===== config.mk =====
export PLATFORM = sky130hd
export DESIGN_NAME = clic_top
export DESIGN_NICKNAME = d
export VERILOG_FILES = /design/src/clic_pkg.sv /design/src/clic_sel_if.sv /design/src/clic_apb_regs.sv /design/src/clic_arbiter.sv /design/src/clic_irq_accept.sv /design/src/clic_top.sv
export SDC_FILE = /design/constraint.sdc
export NUM_CORES = 1
export LEC_CHECK = 0
export BUFFER_PORTS_ARGS = -buffer_cell sky130_fd_sc_hd__buf_2
export CAP_MARGIN = 20
export CORE_UTILIZATION = 60
export CTS_BUF_LIST = sky130_fd_sc_hd__clkbuf_2 sky130_fd_sc_hd__clkbuf_4 sky130_fd_sc_hd__clkbuf_8
export DETAILED_ROUTE_END_ITERATION = 7
export HOLD_SLACK_MARGIN = 0.08
export PLACE_DENSITY_LB_ADDON = 0.1
export REMOVE_ABC_BUFFERS = 1
export SLEW_MARGIN = 10
export SYNTH_ARGS = -nofsm -noshare
export SYNTH_HDL_FRONTEND = slang
export SYNTH_HIERARCHICAL = 1
export SYNTH_SLANG_ARGS = --single-unit

===== constraint.sdc =====
create_clock -name clk_i -period 19.3 [get_ports clk_i]
set_clock_uncertainty 0.15 [all_clocks]
set_input_delay 0.965 -clock clk_i [delete_from_list [all_inputs] [get_ports clk_i]]
set_output_delay 0.965 -clock clk_i [all_outputs]
set_load 0.005 [all_outputs]

===== src/clic_pkg.sv =====
// Shared constants and types of the CLIC
// Eight sources, 8-bit levels and a 32-bit hart; no virtualization, no SHV
// Register offsets are byte addresses on a 12-bit APB window
package clic_pkg;

  // ------------------------------
  // Sizes
  // ------------------------------
  localparam int unsigned NumSrc       = 8;
  localparam int unsigned IdWidth      = 3;   // clog2(NumSrc)
  localparam int unsigned LevelWidth   = 8;
  localparam int unsigned Xlen         = 32;  // mcause width
  localparam int unsigned ApbAddrWidth = 12;
  localparam int unsigned ApbDataWidth = 32;

  // ------------------------------
  // Register map
  // ------------------------------
  localparam logic [ApbAddrWidth-1:0] RegMintthresh = 12'h000;
  localparam logic [ApbAddrWidth-1:0] RegSintthresh = 12'h004;
  localparam logic [ApbAddrWidth-1:0] RegMintstatus = 12'h008;  // mil 15:8, sil 7:0
  localparam logic [ApbAddrWidth-1:0] RegCtrl       = 12'h00C;  // Bit 0 sie
  localparam logic [ApbAddrWidth-1:0] RegPending    = 12'h010;  // Read only
  localparam logic [ApbAddrWidth-1:0] RegSrcBase    = 12'h100;  // One word per source

  // Cause word layout
  localparam int unsigned CauseIrqBit   = 31;
  localparam int unsigned CauseLevelLsb = 16;

  // ------------------------------
  // Types
  // ------------------------------
  // RISC-V privilege encoding, 2 is reserved
  typedef enum logic [1:0] {
    PrivU = 2'd0,
    PrivS = 2'd1,
    PrivM = 2'd3
  } priv_lvl_t;

  // Active interrupt levels of M and S mode
  typedef struct packed {
    logic [LevelWidth-1:0] mil;
    logic [LevelWidth-1:0] sil;
  } mintstatus_t;

endpackage


===== src/clic_sel_if.sv =====
// Winner of the arbitration, handed to the acceptance stage
// Payload is combinational and only meaningful while valid is high
// ready is a single-cycle pulse that consumes the presented id
interface clic_sel_if;

  logic                            valid;  // Some enabled source pending
  logic [clic_pkg::IdWidth-1:0]    id;
  logic [clic_pkg::LevelWidth-1:0] level;
  clic_pkg::priv_lvl_t             priv;   // Target mode of the source
  logic                            ready;  // Core took it

  // Arbiter side
  modport arb (
    output valid, id, level, priv,
    input  ready
  );

  // Acceptance side
  modport acc (
    input  valid, id, level, priv,
    output ready
  );

endinterface


===== src/clic_apb_regs.sv =====
// APB register block and pending capture of the CLIC
// Zero wait states; unmapped accesses read 0 and raise PSLVERR
// Writes to the pending register are refused with PSLVERR
// Sources are rising-edge triggered; a new edge beats a clear in the same cycle
module clic_apb_regs (
  input  logic                                   clk_i,
  input  logic                                   rst_ni,
  // APB slave
  input  logic                                   psel_i,
  input  logic                                   penable_i,
  input  logic                                   pwrite_i,
  input  logic [clic_pkg::ApbAddrWidth-1:0]      paddr_i,
  input  logic [clic_pkg::ApbDataWidth-1:0]      pwdata_i,
  output logic [clic_pkg::ApbDataWidth-1:0]      prdata_o,
  output logic                                   pready_o,
  output logic                                   pslverr_o,
  // Sources and clear from arbiter
  input  logic [clic_pkg::NumSrc-1:0]            irq_src_i,
  input  logic                                   clr_valid_i,
  input  logic [clic_pkg::IdWidth-1:0]           clr_id_i,
  // Per-source state
  output logic [clic_pkg::NumSrc-1:0]            pending_o,
  output logic [clic_pkg::NumSrc-1:0]            enable_o,
  output logic [clic_pkg::LevelWidth-1:0]        src_level_o [clic_pkg::NumSrc],
  output clic_pkg::priv_lvl_t                    src_priv_o [clic_pkg::NumSrc],
  // Hart-level state
  output logic [clic_pkg::LevelWidth-1:0]        mintthresh_o,
  output logic [clic_pkg::LevelWidth-1:0]        sintthresh_o,
  output clic_pkg::mintstatus_t                  mintstatus_o,
  output logic                                   sie_o
);

  logic                                 access;    // APB access phase
  logic                                 reg_hit;   // Address is mapped
  logic                                 wr_en;
  logic                                 src_hit;
  logic [clic_pkg::ApbAddrWidth-1:0]    src_off;
  logic [clic_pkg::IdWidth-1:0]         src_idx;

  logic [clic_pkg::LevelWidth-1:0]      mintthresh_q;
  logic [clic_pkg::LevelWidth-1:0]      sintthresh_q;
  clic_pkg::mintstatus_t                mintstatus_q;
  logic                                 sie_q;
  logic [clic_pkg::NumSrc-1:0]          enable_q;
  logic [clic_pkg::LevelWidth-1:0]      level_q [clic_pkg::NumSrc];
  clic_pkg::priv_lvl_t                  priv_q [clic_pkg::NumSrc];

  logic [clic_pkg::NumSrc-1:0]          src_q;     // Sources one cycle ago
  logic [clic_pkg::NumSrc-1:0]          src_rise;
  logic [clic_pkg::NumSrc-1:0]          pending_d;
  logic [clic_pkg::NumSrc-1:0]          pending_q;

  // ------------------------------
  // Address decode
  // ------------------------------
  assign access  = psel_i & penable_i;
  assign src_off = paddr_i - clic_pkg::RegSrcBase;
  assign src_idx = src_off[clic_pkg::IdWidth+1:2];  // Word index in source window
  assign src_hit = (paddr_i >= clic_pkg::RegSrcBase)
                 && (src_off < clic_pkg::ApbAddrWidth'(4 * clic_pkg::NumSrc))
                 && (src_off[1:0] == 2'b00);

  // Read mux, also yields the mapped flag
  always_comb begin
    reg_hit  = 1'b1;
    prdata_o = '0;
    case (paddr_i)
      clic_pkg::RegMintthresh: prdata_o[clic_pkg::LevelWidth-1:0] = mintthresh_q;
      clic_pkg::RegSintthresh: prdata_o[clic_pkg::LevelWidth-1:0] = sintthresh_q;
      clic_pkg::RegMintstatus: prdata_o[15:0] = mintstatus_q;
      clic_pkg::RegCtrl:       prdata_o[0] = sie_q;
      clic_pkg::RegPending:    prdata_o[clic_pkg::NumSrc-1:0] = pending_q;
      default: begin
        if (src_hit) begin
          prdata_o[0]    = enable_q[src_idx];
          prdata_o[2:1]  = priv_q[src_idx];
          prdata_o[15:8] = level_q[src_idx];
        end else begin
          reg_hit = 1'b0;  // Hole in the map
        end
      end
    endcase
  end

  assign pready_o  = 1'b1;
  assign pslverr_o = access & (~reg_hit | (pwrite_i & (paddr_i == clic_pkg::RegPending)));
  assign wr_en     = access & pwrite_i & ~pslverr_o;

  // ------------------------------
  // Configuration registers
  // ------------------------------
  always_ff @(posedge clk_i or negedge rst_ni) begin
    if (!rst_ni) begin
      mintthresh_q <= '0;
      sintthresh_q <= '0;
      mintstatus_q <= '0;
      sie_q        <= 1'b0;
      enable_q     <= '0;
      for (int i = 0; i < clic_pkg::NumSrc; i++) begin
        level_q[i] <= '0;
        priv_q[i]  <= clic_pkg::PrivU;
      end
    end else if (wr_en) begin
      case (paddr_i)
        clic_pkg::RegMintthresh: mintthresh_q <= pwdata_i[clic_pkg::LevelWidth-1:0];
        clic_pkg::RegSintthresh: sintthresh_q <= pwdata_i[clic_pkg::LevelWidth-1:0];
        clic_pkg::RegMintstatus: mintstatus_q <= pwdata_i[15:0];
        clic_pkg::RegCtrl:       sie_q        <= pwdata_i[0];
        default: begin  // Only source slots get here
          enable_q[src_idx] <= pwdata_i[0];
          priv_q[src_idx]   <= clic_pkg::priv_lvl_t'(pwdata_i[2:1]);
          level_q[src_idx]  <= pwdata_i[15:8];
        end
      endcase
    end
  end

  // ------------------------------
  // Pending capture
  // ------------------------------
  assign src_rise = irq_src_i & ~src_q;  // Sampled low, then high

  always_comb begin
    pending_d = pending_q;
    if (clr_valid_i) begin
      pending_d[clr_id_i] = 1'b0;
    end
    pending_d = pending_d | src_rise;  // Fresh edge has priority
  end

  always_ff @(posedge clk_i or negedge rst_ni) begin
    if (!rst_ni) begin
      src_q     <= '0;
      pending_q <= '0;
    end else begin
      src_q     <= irq_src_i;
      pending_q <= pending_d;
    end
  end

  assign pending_o    = pending_q;
  assign enable_o     = enable_q;
  assign src_level_o  = level_q;
  assign src_priv_o   = priv_q;
  assign mintthresh_o = mintthresh_q;
  assign sintthresh_o = sintthresh_q;
  assign mintstatus_o = mintstatus_q;
  assign sie_o        = sie_q;

endmodule


===== src/clic_arbiter.sv =====
// Picks the highest-level pending and enabled source
// Equal levels resolve to the lowest id; level 0 still counts as valid
// The clear reaches the pending bit at the edge after sel.ready
module clic_arbiter (
  input  logic                            clk_i,
  input  logic                            rst_ni,
  input  logic [clic_pkg::NumSrc-1:0]     pending_i,
  input  logic [clic_pkg::NumSrc-1:0]     enable_i,
  input  logic [clic_pkg::LevelWidth-1:0] src_level_i [clic_pkg::NumSrc],
  input  clic_pkg::priv_lvl_t             src_priv_i [clic_pkg::NumSrc],
  // Pending clear toward the registers
  output logic                            clr_valid_o,
  output logic [clic_pkg::IdWidth-1:0]    clr_id_o,
  clic_sel_if.arb                         sel
);

  logic [clic_pkg::NumSrc-1:0]     cand;       // Pending and enabled
  logic                            found;
  logic [clic_pkg::IdWidth-1:0]    best_id;
  logic [clic_pkg::LevelWidth-1:0] best_level;
  logic                            clr_go;
  logic                            clr_block_q;  // Clear issued last cycle
  logic [clic_pkg::IdWidth-1:0]    clr_id_q;     // ... for this id

  assign cand = pending_i & enable_i;

  // ------------------------------
  // Max-level scan
  // ------------------------------
  always_comb begin
    found      = 1'b0;
    best_id    = '0;
    best_level = '0;
    for (int i = 0; i < clic_pkg::NumSrc; i++) begin
      // Strictly greater keeps the lower id on a tie
      if (cand[i] && (!found || (src_level_i[i] > best_level))) begin
        found      = 1'b1;
        best_id    = clic_pkg::IdWidth'(i);
        best_level = src_level_i[i];
      end
    end
  end

  assign sel.valid = found;
  assign sel.id    = best_id;
  assign sel.level = best_level;
  assign sel.priv  = src_priv_i[best_id];

  // ------------------------------
  // Pending clear
  // ------------------------------
  // Ack held over two cycles must not eat a re-raised edge of the same id
  assign clr_go      = sel.ready & found & ~(clr_block_q & (clr_id_q == best_id));
  assign clr_valid_o = clr_go;
  assign clr_id_o    = best_id;

  always_ff @(posedge clk_i or negedge rst_ni) begin
    if (!rst_ni) begin
      clr_block_q <= 1'b0;
    end else begin
      clr_block_q <= clr_go;  // Lasts one cycle
    end
  end

  always_ff @(posedge clk_i) begin
    clr_id_q <= best_id;
  end

endmodule


===== src/clic_irq_accept.sv =====
// Acceptance stage between arbiter and core
// Effective threshold is the max of the threshold register and mintstatus
// S interrupts need sie; U mode takes everything that is valid
// Kill is acked only with no interrupt in flight and none raised this cycle
module clic_irq_accept (
  input  logic                            clk_i,
  input  logic                            rst_ni,
  clic_sel_if.acc                         sel,
  // Hart state
  input  clic_pkg::priv_lvl_t             priv_lvl_i,
  input  logic [clic_pkg::LevelWidth-1:0] mintthresh_i,
  input  logic [clic_pkg::LevelWidth-1:0] sintthresh_i,
  input  clic_pkg::mintstatus_t           mintstatus_i,
  input  logic                            sie_i,
  // Core side
  input  logic                            irq_ack_i,
  input  logic                            kill_req_i,
  output logic                            irq_req_o,
  output clic_pkg::priv_lvl_t             irq_priv_o,
  output logic [clic_pkg::Xlen-1:0]       irq_cause_o,
  output logic                            kill_ack_o
);

  logic [clic_pkg::LevelWidth-1:0] eff_mthresh;
  logic [clic_pkg::LevelWidth-1:0] eff_sthresh;
  logic                            inflight_d;
  logic                            inflight_q;

  // ------------------------------
  // Thresholds
  // ------------------------------
  assign eff_mthresh = (mintthresh_i > mintstatus_i.mil) ? mintthresh_i : mintstatus_i.mil;
  assign eff_sthresh = (sintthresh_i > mintstatus_i.sil) ? sintthresh_i : mintstatus_i.sil;

  // Request decision per hart mode
  always_comb begin
    irq_req_o = 1'b0;
    unique case (priv_lvl_i)
      clic_pkg::PrivM: begin
        // Only higher M levels preempt M mode
        if (sel.priv == clic_pkg::PrivM) begin
          irq_req_o = sel.valid && (sel.level > eff_mthresh);
        end
      end
      clic_pkg::PrivS: begin
        if (sel.priv == clic_pkg::PrivM) begin
          irq_req_o = sel.valid;  // M always beats S
        end else if (sel.priv == clic_pkg::PrivS) begin
          irq_req_o = sel.valid && sie_i && (sel.level > eff_sthresh);
        end
      end
      clic_pkg::PrivU: irq_req_o = sel.valid;
      default:         irq_req_o = 1'b0;  // Reserved mode
    endcase
  end

  assign irq_priv_o = sel.priv;

  // ------------------------------
  // Cause word
  // ------------------------------
  always_comb begin
    irq_cause_o                                                 = '0;
    irq_cause_o[clic_pkg::CauseIrqBit]                          = 1'b1;
    irq_cause_o[clic_pkg::CauseLevelLsb +: clic_pkg::LevelWidth] = sel.level;
    irq_cause_o[clic_pkg::IdWidth-1:0]                          = sel.id;  // Exception code
  end

  // ------------------------------
  // In-flight and kill
  // ------------------------------
  assign sel.ready  = irq_ack_i & (irq_req_o | inflight_q);
  assign kill_ack_o = kill_req_i & ~inflight_q & ~irq_req_o;

  // Set on request and dropped by the ack, even in the cycle the request rises
  assign inflight_d = (inflight_q | irq_req_o) & ~sel.ready;

  always_ff @(posedge clk_i or negedge rst_ni) begin
    if (!rst_ni) begin
      inflight_q <= 1'b0;
    end else begin
      inflight_q <= inflight_d;
    end
  end

endmodule


===== src/clic_top.sv =====
// CLIC top: APB registers, arbiter and acceptance stage
// APB has no wait states; pready_o is constant high
// Source inputs are sampled on clk_i and must be synchronous to it
module clic_top (
  input  logic                              clk_i,
  input  logic                              rst_ni,
  // APB slave
  input  logic                              psel_i,
  input  logic                              penable_i,
  input  logic                              pwrite_i,
  input  logic [clic_pkg::ApbAddrWidth-1:0] paddr_i,
  input  logic [clic_pkg::ApbDataWidth-1:0] pwdata_i,
  output logic [clic_pkg::ApbDataWidth-1:0] prdata_o,
  output logic                              pready_o,
  output logic                              pslverr_o,
  // Interrupt sources
  input  logic [clic_pkg::NumSrc-1:0]       irq_src_i,
  // Hart and core side
  input  clic_pkg::priv_lvl_t               priv_lvl_i,
  output logic                              irq_req_o,
  output clic_pkg::priv_lvl_t               irq_priv_o,
  output logic [clic_pkg::Xlen-1:0]         irq_cause_o,
  input  logic                              irq_ack_i,
  input  logic                              kill_req_i,
  output logic                              kill_ack_o
);

  logic [clic_pkg::NumSrc-1:0]     pending;
  logic [clic_pkg::NumSrc-1:0]     enable;
  logic [clic_pkg::LevelWidth-1:0] src_level [clic_pkg::NumSrc];
  clic_pkg::priv_lvl_t             src_priv [clic_pkg::NumSrc];
  logic [clic_pkg::LevelWidth-1:0] mintthresh;
  logic [clic_pkg::LevelWidth-1:0] sintthresh;
  clic_pkg::mintstatus_t           mintstatus;
  logic                            sie;
  logic                            clr_valid;  // Arbiter clears a pending bit
  logic [clic_pkg::IdWidth-1:0]    clr_id;

  clic_sel_if sel_if ();  // Arbiter to acceptance

  clic_apb_regs i_regs (
    .clk_i, .rst_ni,
    .psel_i, .penable_i, .pwrite_i, .paddr_i, .pwdata_i,
    .prdata_o, .pready_o, .pslverr_o,
    .irq_src_i,
    .clr_valid_i  (clr_valid),
    .clr_id_i     (clr_id),
    .pending_o    (pending),
    .enable_o     (enable),
    .src_level_o  (src_level),
    .src_priv_o   (src_priv),
    .mintthresh_o (mintthresh),
    .sintthresh_o (sintthresh),
    .mintstatus_o (mintstatus),
    .sie_o        (sie)
  );

  clic_arbiter i_arbiter (
    .clk_i, .rst_ni,
    .pending_i   (pending),
    .enable_i    (enable),
    .src_level_i (src_level),
    .src_priv_i  (src_priv),
    .clr_valid_o (clr_valid),
    .clr_id_o    (clr_id),
    .sel         (sel_if)
  );

  clic_irq_accept i_accept (
    .clk_i, .rst_ni,
    .sel          (sel_if),
    .priv_lvl_i,
    .mintthresh_i (mintthresh),
    .sintthresh_i (sintthresh),
    .mintstatus_i (mintstatus),
    .sie_i        (sie),
    .irq_ack_i, .kill_req_i,
    .irq_req_o, .irq_priv_o, .irq_cause_o, .kill_ack_o
  );

endmodule


==> results of run 1 <==
[layer usage]
| metal | share of wire | wire length [um] | global-route usage | vias up |
|---|---|---|---|---|
| li1 | - | - | - | 3705 |
| met1 | 0.43 | 12190 | 0.4374 | 3991 |
| met2 | 0.46 | 12940 | 0.5141 | 341 |
| met3 | 0.066 | 1863 | 0.06269 | 74 |
| met4 | 0.039 | 1109 | 0.1536 | 0 |
| met5 | 0 | 0 | 0 | - |
[cells by family after synthesis]
logic type / after synthesis / share of synthesized area
XOR/XNOR: 3 / 0.002495
flip-flops: 142 / 0.3359
AO/OA/AOI/OAI: 237 / 0.1510
adder cells (fa/ha/maj): 88 / 0.1045
buffers and inverters: 137 / 0.07602
multiplexers: 179 / 0.2271
other: 4 / 0.001425
AND/OR/NAND/NOR: 196 / 0.1016
[cell type report]
cell class	count	share of cell area
Multi-Input combinational cell	741	0.5678
Sequential cell	142	0.3170
Timing Repair Buffer	82	0.03868
Tap cell	225	0.02522
Clock buffer	17	0.02096
Clock inverter	15	0.01715
Inverter	39	0.01312
[state kept, by name, summed over array words and instances (netlist names), 3 cells and up]
register / cells
i_arbiter/clr_id_q: 3
i_regs/src_priv_o: 16
i_regs/mintthresh_o: 8
i_regs/pending_o: 8
i_regs/src_level_o: 64
i_regs/src_q: 8
i_regs/enable_o: 8
i_regs/sintthresh_o: 8
i_regs/mintstatus_o: 16
[cell usage after synthesis, drive strengths merged (4+ instances only)]
| library cell | count | area share |
|---|---|---|
| dfrtp | 139 | 0.33 |
| mux2 | 124 | 0.15 |
| ha | 88 | 0.10 |
| buf | 82 | 0.056 |
| nand2 | 64 | 0.024 |
| o21ai | 59 | 0.029 |
| a21oi | 45 | 0.022 |
| inv | 39 | 0.014 |
| mux2i | 32 | 0.030 |
| nor2 | 29 | 0.011 |
| o211ai | 29 | 0.021 |
| mux4 | 23 | 0.049 |
| nand4 | 22 | 0.014 |
| nand3 | 18 | 0.0086 |
| o22ai | 17 | 0.010 |
| clkbuf | 16 | 0.0057 |
| and2 | 13 | 0.0080 |
| o21a | 13 | 0.0093 |
| a21o | 12 | 0.0086 |
| nor2b | 10 | 0.0059 |
| nor3 | 10 | 0.0052 |
| a22oi | 8 | 0.0057 |
| a31o | 7 | 0.0058 |
| nand2b | 7 | 0.0042 |
| nor4 | 6 | 0.0082 |
| o31ai | 6 | 0.0043 |
| a211oi | 5 | 0.0036 |
| and3 | 5 | 0.0030 |
| a211o | 4 | 0.0033 |
| a221oi | 4 | 0.0033 |
| conb | 4 | 0.0014 |
| o221a | 4 | 0.0043 |
[per-stage QoR]
| stage | instances | instance area (um^2) | worst slack, ps |
|---|---|---|---|
| 2_1_floorplan | 922 | 10010 | 3918 |
| 3_3_place_gp | 1229 | 10740 | 2566 |
| 3_5_place_dp | 1229 | 10740 | 2527 |
| 4_1_cts | 1261 | 11160 | 1869 |
| 5_1_grt | 1261 | 11160 | 498.6 |
| 6_report | 1261 | 11160 | 1683 |
[worst max path at each step]
| stage | cells after the start | slack (ps) | end |
|---|---|---|---|
| 3_5_place_dp | 58 | 2530 | kill_ack_o |
| 3_3_place_gp | 58 | 2570 | kill_ack_o |
| 6_report | 58 | 1680 | kill_ack_o |
| 5_1_grt | 58 | 500 | kill_ack_o |
| 4_1_cts | 58 | 1870 | kill_ack_o |
| 2_1_floorplan | 55 | 3920 | kill_ack_o |
[placed cells by master (no fill, tap or decap), drive strengths merged, types with 22 or more instances in the layout]
cell / synthesis / final
nand4: 22 / 22
dfrtp: 139 / 139
a21oi: 45 / 45
ha: 88 / 88
mux2i: 32 / 32
buf: 82 / 82
nand2: 64 / 64
mux4: 23 / 23
conb: 4 / 38
inv: 39 / 47
nor2: 29 / 29
mux2: 124 / 124
o21ai: 59 / 59
o211ai: 29 / 29
[report_power, final]
group	leakage, nW	total [mW]	switching [mW]	internal, mW
clock network	0.211	0.254	0.143	0.111
logic	3.50	0.0333	0.0229	0.0104
registers	1.91	0.299	0.000613	0.298
total	5.62	0.586	0.166	0.420
==> results, run 1 <==
- The routed wirelength normalized by instance count is 22.28 um.
- Once the clock tree was built, the resizer swapped 0 gates to a different size.
- The number of nets at the end of the flow is 1172.
- STA puts the critical path data required time at 18190 ps.
- The initial core utilization is 0.6111.
- The critical path startpoint category is a flop.
- Clock tree synthesis found a total of 142 sinks.
- The final number of hold-violating endpoints was 0.
- The flip-flop and latch count after synthesis is 142.
- For this design the ratio of total power to cell area is 52.53 mW/mm^2.
- CTS placed an instance of sky130_fd_sc_hd__clkbuf_8 at the clock tree root.
- The final hold slack is 267.4 ps.
- The initial antenna violation count came to 0.
- The worst path needs 17620 ps of the cycle, external delays included.
- The actual slew at the worst max-slew pin is 1042 ps.
- The relative slew slack is 0.3041.
- Summing all flip-flop and latch instances after layout gives 0.003538 mm^2.
- STA classifies the critical path endpoint as a primary output.
- The cell row count is 48.
- The number of antenna diodes in the final layout is 0.
- The top cell family by delay on the critical path is compound AO/OA/AOI/OAI gates.
- The total of max-cap violations is 0.
- The count of distinct cell types in the synthesized netlist is 77.
- Relative to the synthesized area, the layout overhead comes to 5.951%.
- The post-route clock period utilization is 0.9128.
- After clock tree synthesis, the clock-pin slew on the worst setup and hold paths is 100 ps.
- The wire length of the first global-routing pass is 44.14 mm.
- In this run the critical register-to-register path is captured at i_regs/pending_o[1].
- After synthesis, the mean cell area works out to 10.68 um^2.
- The number of cells produced by synthesis is 986.
- The number of buffers created by CTS is 17.
- The total power of the final layout is 586.2 uW.
- The path class of the lowest-slack min-delay path is flop to flop.
- The detail route stage leaves a number of antenna-violating nets equal to 0.
- The post-detailed-routing wire length is 28.10 mm.
- Setup repair after global routing left no endpoint under its margin.
- The sum of buffers and inverters on the critical path is 5.
- The synthesized netlist occupies a cell area of 0.01053 mm^2.
- For this run, design rule violations remaining after detail routing come to 0.
- Across all layers, the routed design uses 8111 vias.
- The via count of the first global-routing pass is 7710.
- At the end of the flow the core is filled with cells to 0.6475.
- The critical path in this run is classified as flop to primary output.
- The full die area is 0.01809 mm^2.
- The final weighted congestion in routability-driven placement is 0.9414.
- The post-synthesis sequential area ratio is 0.3359.
- The region available for standard cell placement spans 0.01724 mm^2.
- For this design the top-level I/O count stands at 131.
- The flow ran to the end, and the final reports show no timing, DRC or antenna violations.
- The launch point of the worst hold path is i_regs/src_q[5].
- The cell depth of the worst hold path is 1.
- The biggest fanout along the worst timing path is 19.
- The number of pins exceeding their max-slew limit in the final report was 0.
- At the later pin of the worst-skew pair, clock insertion delay measures 470 ps.
- The overall die height is 134.5 um.
- The CTS tree is built.
- In this run the post-CTS setup repair buffer count came out at 0.
- The slack of the worst reg-to-reg path is 2220 ps.
- Data arrives at the worst endpoint at 16500 ps.
- The origin of the critical flop-to-flop path is i_regs/pending_o[0].
- The die extent in x is 134.5 um.
- The number of H-tree branching levels is 4.
- After the first detailed-routing iteration, the DRC count stood at 580.
- The start point of the critical path is i_regs/pending_o[0].
- The final total negative setup slack is 0 ps.
- The worst hold path terminates at i_regs/pending_o[5].
- The worst-case IR drop observed on VDD is 0.04016 mV.
- The maximum clock path buffer count is 2.
- Among all stages on the critical path, the largest delay is contributed by sky130_fd_sc_hd__o21ai_1.
- The leftover overflow at the end of global routing is 0.
- Measured in cells, the most critical reg-to-reg path has a length of 62.
- The final HPWL from detailed placement is 20.80 mm.
- The first detailed-routing pass ran for 5 iterations.
- Setup violations remaining at the end of the flow were counted as 0.
- The Yosys step of the flow raised 6 warnings.
- The count of buffers added on input and output ports is 76.
- The total leakage power is 5.620 nW.
- The via density per instance is 6.432.
- Timing would allow up to 56.76 MHz.
- The largest net degree at the start of global routing is 75.
- In this design, the critical path's most frequently occurring cell is sky130_fd_sc_hd__ha_1.
- The most common flop cell mapped by yosys is sky130_fd_sc_hd__dfrtp_1.
- The share of synthesized registers carrying an async set or reset is 0.9789.
- The peak per-stage delay on the critical path is 790 ps.
- The number of buffers inserted by hold repair at cts is 0.
- Across every metal layer, demand over resource in global routing totals 0.3267.
- Of the cells placed in the final design, the portion with a size suffix greater than 1 is 0.2442.
- In the final layout, the multi-input gates occupy 0.006337 mm^2.
- The number of fill cells in the layout is 1380.
- The number of enable flip-flop cells after synthesis is 0.
Note: power is estimated with default switching activity, not from simulation.
==> inputs of run 2 (changes only) <==
--- a/config.mk
+++ b/config.mk
@@ -7,6 +7,7 @@
 export LEC_CHECK = 0
 export BUFFER_PORTS_ARGS = -buffer_cell sky130_fd_sc_hd__buf_2
 export CAP_MARGIN = 20
+export CORE_MARGIN = 10
 export CORE_UTILIZATION = 60
 export CTS_BUF_LIST = sky130_fd_sc_hd__clkbuf_2 sky130_fd_sc_hd__clkbuf_4 sky130_fd_sc_hd__clkbuf_8
 export DETAILED_ROUTE_END_ITERATION = 7
==> run 2 against run 1 <==
Effect of this change:
- die area rose by 29%
- global-route usage fell by 8.2 points
- critical endpoint unchanged
- sequential share of layout area barely moved
- combinational power barely moved
- critical path type unchanged
- total power barely moved
==> results, run 2 (same netlist as run 1, synthesis figures left out) <==
- The count of routing violations after the opening detailed-route iteration is 611.
- In this run the clock root is driven by a sky130_fd_sc_hd__clkbuf_8.
- Prior to clock tree synthesis, the placed netlist has a worst setup slack of 2781 ps.
- The cell row count is 48.
- The post-route clock period utilization is 0.9018.
- Max-cap violations in this run came to 0.
- The die is 152.5 um tall.
- Counting instances, the worst hold path has a depth of 1.
- The data arrival time of the worst path is 16290 ps.
- The maximum clock path buffer count is 2.
- In this run the static leakage power is 5.624 nW.
- The critical path is of the flop to primary output type.
- Counting cells, the worst reg-to-reg path comes to 59.
- The post-detailed-routing wire length is 28.98 mm.
- The area growth from synthesis to layout is 5.987%.
- The detailed router placed 8202 vias in this run.
- The slack of the worst reg-to-reg path is 2420 ps.
- The number of H-tree branching levels is 4.
- The worst-skew pair later-pin latency is 460 ps.
- Derived from the worst setup path, the maximum achievable clock frequency is 57.45 MHz.
- For the pin with the worst max-slew slack, the measured transition is 978.3 ps.
- The biggest fanout along the worst timing path is 19.
- The slowest cell on the critical path is sky130_fd_sc_hd__o21ai_1.
- Leaving out fill and tap cells, the most frequent cells in the layout are sky130_fd_sc_hd__dfrtp_1 (139), sky130_fd_sc_hd__ha_1 (88), sky130_fd_sc_hd__buf_2 (75).
- The number of gates resized after cts is 0.
- The wire length of the first global-routing pass is 45.69 mm.
- The worst setup path is captured at a primary output.
- The I/O pin count is 131.
- The region available for standard cell placement spans 0.01724 mm^2.
- STA classifies the critical path startpoint as a flop.
- For this design, the CTS-stage hold fixing added 0 buffers.
- The min-delay analysis places its worst path in the category flop to flop.
- The areal power density over the cells is 52.52 mW/mm^2.
- The die extent in x is 152.5 um.
- The layout cell share with drive strength beyond 1 is 0.2442.
- The flow ran to the end, and the final reports show no timing, DRC or antenna violations.
- For this run, the total global-route usage over all layers was measured as 0.2450.
- Setup violations remaining at the end of the flow were counted as 0.
- TritonCTS built the clock tree.
- Clock-pin slew was measured on the worst setup and hold paths at 100 ps.
- The routed wirelength normalized by instance count is 22.98 um.
- By instance count, the cell type seen most on the critical path is sky130_fd_sc_hd__ha_1.
- For the worst setup path, the data required time is 18190 ps.
- CTS saw 142 sinks.
- The initial core utilization is 0.6111.
- The leftover overflow at the end of global routing is 0.
- The final HPWL from detailed placement is 21.74 mm.
- The number of pins exceeding their max-slew limit in the final report came to 0.
- The final weighted congestion in routability-driven placement is 0.9520.
- Setup repair after global routing left no endpoint under its margin.
- After routing, the total negative slack on setup checks comes to 0 ps.
- The startpoint identified for the worst hold timing path is i_regs/src_q[5].
- For this run, the slowest stage of the critical path takes 720 ps.
- The number of buffers created by CTS is 17.
- The count of antenna diodes in the layout is 0.
- The initial antenna violation count is 0.
- The floorplan step defined a die boundary enclosing 0.02326 mm^2.
- The number of nets at the end of the flow is 1172.
- For hold timing, the worst endpoint is i_regs/pending_o[5].
- The register with the most flip-flops in the layout has 64 of them.
- The setup slack of the critical path after layout is 1894 ps.
- The count of buffers added by post-CTS timing repair for setup is 0.
- Using the TritonRoute via totals, the vias-per-cell ratio works out to 6.504.
- In this run the critical register-to-register path is captured at i_regs/pending_o[0].
- Headroom to the max-slew limit came out at 0.3468.
- The remaining antenna violation count is 0.
- The largest net degree at the start of global routing is 74.
- The worst IR drop on VDD is 0.04969 mV.
- The via count of the first global-routing pass is 8265.
- The pre-antenna-repair detailed-routing pass consisted of 5 iterations.
- The final routed DRC violation total is 0.
- The final number of hold-violating endpoints is 0.
- The library cell used most frequently in the layout, excluding fill and tap cells, is sky130_fd_sc_hd__dfrtp_1.
- The final hold slack is 271.3 ps.
- The count of input and output buffers is 76.
- The worst path in the final design needs a cycle of 17410 ps, including I/O delays and setup.
- The origin of the critical flop-to-flop path is i_regs/pending_o[0].
[run 2: layout make-up]
cell class | count | area, um^2
Sequential cell | 142 | 3538
Timing Repair Buffer | 82 | 431.7
Clock inverter | 15 | 195.2
Tap cell | 225 | 281.5
Fill cell | 1394 | 6072
Clock buffer | 17 | 234.0
Inverter | 39 | 146.4
Multi-Input combinational cell | 741 | 6337
[run 2: through the flow]
step	util	power [mW]	std cells	cell area, um^2
global placement	0.6228	0.3379	1229	10740
CTS	0.6477	0.5912	1261	11160
detailed placement	0.6228	0.3382	1229	10740
finish	0.6477	0.5864	1261	11160
floorplan	-	0.3165	922	10010
global route	0.6477	0.6088	1261	11160
[run 2: how the worst max path moves through the flow]
| stage | start | slack (ps) | cells after the start | endpoint |
|---|---|---|---|---|
| after floorplan | i_regs/pending_o[0] | 3920 | 55 | kill_ack_o |
| after global placement | i_regs/pending_o[0] | 2790 | 56 | kill_ack_o |
| after detailed placement | i_regs/pending_o[0] | 2780 | 58 | kill_ack_o |
| after CTS | i_regs/pending_o[0] | 2180 | 58 | kill_ack_o |
| after global routing | i_regs/pending_o[0] | 690 | 58 | kill_ack_o |
| final | i_regs/pending_o[0] | 1890 | 57 | kill_ack_o |
[run 2: routing by layer]
layer,vias to the layer above,global-route usage,routed length (um)
li1,3701,-,-
met1,4065,0.3136,12370
met2,365,0.3870,13220
met3,71,0.06351,2392
met4,0,0.09946,997
met5,-,0,0
[run 2: power by group]
| part | internal [mW] | switching (mW) | total, mW |
|---|---|---|---|
| clock network | 0.111 | 0.143 | 0.254 |
| registers | 0.298 | 0.000609 | 0.299 |
| logic | 0.0104 | 0.0231 | 0.0335 |
| total | 0.420 | 0.166 | 0.586 |
[run 2: worst max-delay path: cells and delay by family (launching register included)]
| family | cells | cell delay (ps) |
|---|---|---|
| AO/OA/AOI/OAI | 29 | 8390 |
| AND/OR/NAND/NOR | 17 | 3790 |
| adder cells (fa/ha/maj) | 8 | 2360 |
| buffers and inverters | 3 | 750 |
| flip-flops | 1 | 470 |
==> inputs of run 3 (changes only) <==
--- a/config.mk
+++ b/config.mk
@@ -7,8 +7,11 @@
 export LEC_CHECK = 0
 export BUFFER_PORTS_ARGS = -buffer_cell sky130_fd_sc_hd__buf_2
 export CAP_MARGIN = 20
+export CELL_PAD_IN_SITES_DETAIL_PLACEMENT = 1
+export CELL_PAD_IN_SITES_GLOBAL_PLACEMENT = 1
+export CORE_ASPECT_RATIO = 1.2
 export CORE_MARGIN = 10
-export CORE_UTILIZATION = 60
+export CORE_UTILIZATION = 25
 export CTS_BUF_LIST = sky130_fd_sc_hd__clkbuf_2 sky130_fd_sc_hd__clkbuf_4 sky130_fd_sc_hd__clkbuf_8
 export DETAILED_ROUTE_END_ITERATION = 7
 export HOLD_SLACK_MARGIN = 0.08
==> run 3 against run 2 <==
Effect of this change:
- combinational power is 6.3% higher
- sequential cell count stayed put
- critical endpoint unchanged
- final cell count is 26% higher
- register-to-register slack worse by 60 ps
==> results, run 3 (same netlist as run 1, synthesis figures left out) <==
- The actual slew at the worst max-slew pin is 1052 ps.
- The number of buffers created by CTS is 17.
- The post-layout minimum cycle time is 17630 ps.
- The run finished with clean final reports.
- The routed wirelength normalized by instance count is 24.76 um.
- Cell internal power was estimated by the tool at 429.3 uW.
- The count of buffers added by post-CTS timing repair for setup is 0.
- The total net switching power is 156.3 uW.
- The number of flip-flops under the largest register name is 64.
- The net count of the finished layout is 1178.
- The number of H-tree branching levels is 4.
- In the routed layout, each cell is associated on average with a via count of 5.042.
- The layout cell share with drive strength beyond 1 is 0.2505.
- Once routing completed, OpenROAD measured the worst setup slack at 1671 ps.
- After routing, the total negative slack on setup checks comes to 0 ps.
- The die is 207.4 um wide.
- The top cell types in the final layout, fill and taps aside, are sky130_fd_sc_hd__dfrtp_1 (139), sky130_fd_sc_hd__ha_1 (88), sky130_fd_sc_hd__buf_2 (75).
- Clock tree synthesis found a total of 142 sinks.
- TritonCTS built the clock tree.
- The cell row count is 82.
- The worst-skew pair later-pin latency is 500 ps.
- The number of buffers inserted by hold repair at cts is 0.
- The clock slew seen by the registers of the worst setup and hold paths is 90 ps.
- The final number of hold-violating endpoints is 0.
- IR analysis of the VDD net gives a maximum drop of 0.02926 mV.
- Setup violations remaining at the end of the flow were counted as 0.
- The count of antenna diodes in the layout is 0.
- The worst slack at placement is 2052 ps.
- From bottom edge to top edge, the die measures 244.9 um.
- The detailed router placed 8007 vias in this run.
- Of the total power, the share spent switching nets is 0.2669.
- The slack of the worst reg-to-reg path is 2360 ps.
- Summing internal, switching and leakage power gives 585.6 uW.
- Power spread over the standard cell area amounts to 50.62 mW/mm^2.
- The final hold slack is 268.8 ps.
- The highest clock rate is 56.72 MHz.
- Setup repair after global routing left no endpoint under its margin.
- After detailed routing, the total wire length is 39.32 mm.
- During I/O placement, the number of pins put on the boundary was 131.
- The longest clock path from root to sink contains 2 buffers.
- Global routing finished with a remaining overflow of 0.
- The initial antenna violation count is 0.
- Across the run, the number of max-cap violations was 0.
- The first global-routing pass estimated 58.17 mm of wire.
- The first routing iteration left 396 violations.
- In this run the tool buffered the top-level ports with 76 buffer cells.
- The data required time at the worst endpoint is 18190 ps.
- The clock network fraction of design power is 0.429.
- The global routing usage summed across all routing layers is 0.1535.
- The slowest stage of the critical path is the sky130_fd_sc_hd__a311o_1 cell.
- In the finished design, the share of the clock period the worst path needs comes to 0.9134.
- The full die area is 0.05078 mm^2.
- The worst setup path is captured at a primary output.
- The remaining antenna violation count is 0.
- The type of the worst setup path is flop to primary output.
- The most repeated library cell on the critical path is sky130_fd_sc_hd__ha_1.
- The number of search-and-repair iterations in the first detailed-routing pass is 4.
- The number of pins exceeding their max-slew limit in the final report is 0.
- For this configuration, the core starts out at a cell density of 0.2523.
- The via count of the first global-routing pass is 8647.
- The path class of the lowest-slack min-delay path is flop to flop.
- The most frequent standard cell in the layout excluding fill and tap cells is sky130_fd_sc_hd__dfrtp_1.
- Headroom to the max-slew limit came out at 0.2969.
- The sequential power share is 0.510.
- After clock tree synthesis, the repair step resized 0 gates.
- In this run the worst path has a maximum fanout of 25.
- The combinational group share of total power is 0.061.
- For this run, the share of the core covered by cells in the final layout is 0.2770.
- The peak per-stage delay on the critical path is 760 ps.
- From synthesis to final layout, the design area changed by 9.823%.
- The final HPWL from detailed placement is 30.22 mm.
- The worst setup path is launched from a flop.
- The layout has 4734 filler cells.
- At the worst endpoint, the arrival time is 16510 ps.
- The library cell used as clock root buffer is sky130_fd_sc_hd__clkbuf_8.
- Entering global routing, the biggest net connects 79 pins.
- For this run, design rule violations remaining after detail routing come to 0.
- The core area is 0.04176 mm^2.
- The total leakage power is 5.623 nW.
- The final weighted congestion in routability-driven placement is 0.7820.
run 3: cell types whose count changed in the layout (fill, tap and decap cells not counted), sizes merged:
cell / delta
buf: +6
inv: -6
clkbuf: +4
bufinv: +1
clkinvlp: +1
run 3: through the flow:
stage,area [um^2],std cells
finish,11570,1588
global route,11570,1588
detailed placement,11180,1556
CTS,11570,1588
global placement,11180,1556
floorplan,10010,922
run 3: worst max-delay path, delay by kind of cell, from the launching register on:
kind / cells / cell delay (ps)
buffers and inverters: 4 / 970
adders and majority gates: 8 / 2450
AOI/OAI and AO/OA: 30 / 8040
and+or+nand+nor: 14 / 3570
DFF: 1 / 520
muxes: 1 / 410
run 3: worst paths after layout:
check / start / end / cells after the start
hold reg to reg: i_regs/src_q[6] / i_regs/pending_o[6] / 1
min in group asynchronous: rst_ni / i_regs/pending_o[4] / 1
hold / removal: i_regs/src_q[6] / i_regs/pending_o[6] / 1
setup reg to reg: i_regs/pending_o[0] / i_regs/pending_o[0] / 61
setup / recovery: i_regs/pending_o[0] / kill_ack_o / 57
max in group asynchronous: rst_ni / i_regs/src_level_o[35] / 2
run 3: area by class of cell:
class | instances | area, um^2 | share of cell area
timing repair buffer | 88 | 476.7 | 0.04121
clock inverter | 11 | 122.6 | 0.01060
tap | 546 | 683.2 | 0.05905
inverter | 39 | 146.4 | 0.01265
multi-input combinational | 741 | 6337 | 0.5478
clock buffer | 21 | 264.0 | 0.02282
sequential | 142 | 3538 | 0.3059
run 3: power by group through the flow:
stage / clock network [mW] / registers, mW / logic (mW)
3_5_place_dp: 0 / 0.305 / 0.0366
5_1_grt: 0.273 / 0.299 / 0.0404
2_1_floorplan: 0 / 0.305 / 0.0118
6_report: 0.251 / 0.299 / 0.0356
3_3_place_gp: 0 / 0.305 / 0.0364
4_1_cts: 0.262 / 0.299 / 0.0366
run 3: layer usage:
metal  routed length, um  vias to the layer above  share of wire  GRT usage
met3                1400                       31          0.036    0.02947
met2               20740                      142           0.53     0.2822
met5                   0                        -              0          0
met4                 866                        0          0.022    0.04750
met1               16310                     4118           0.41     0.1754
li1                    -                     3716              -          -
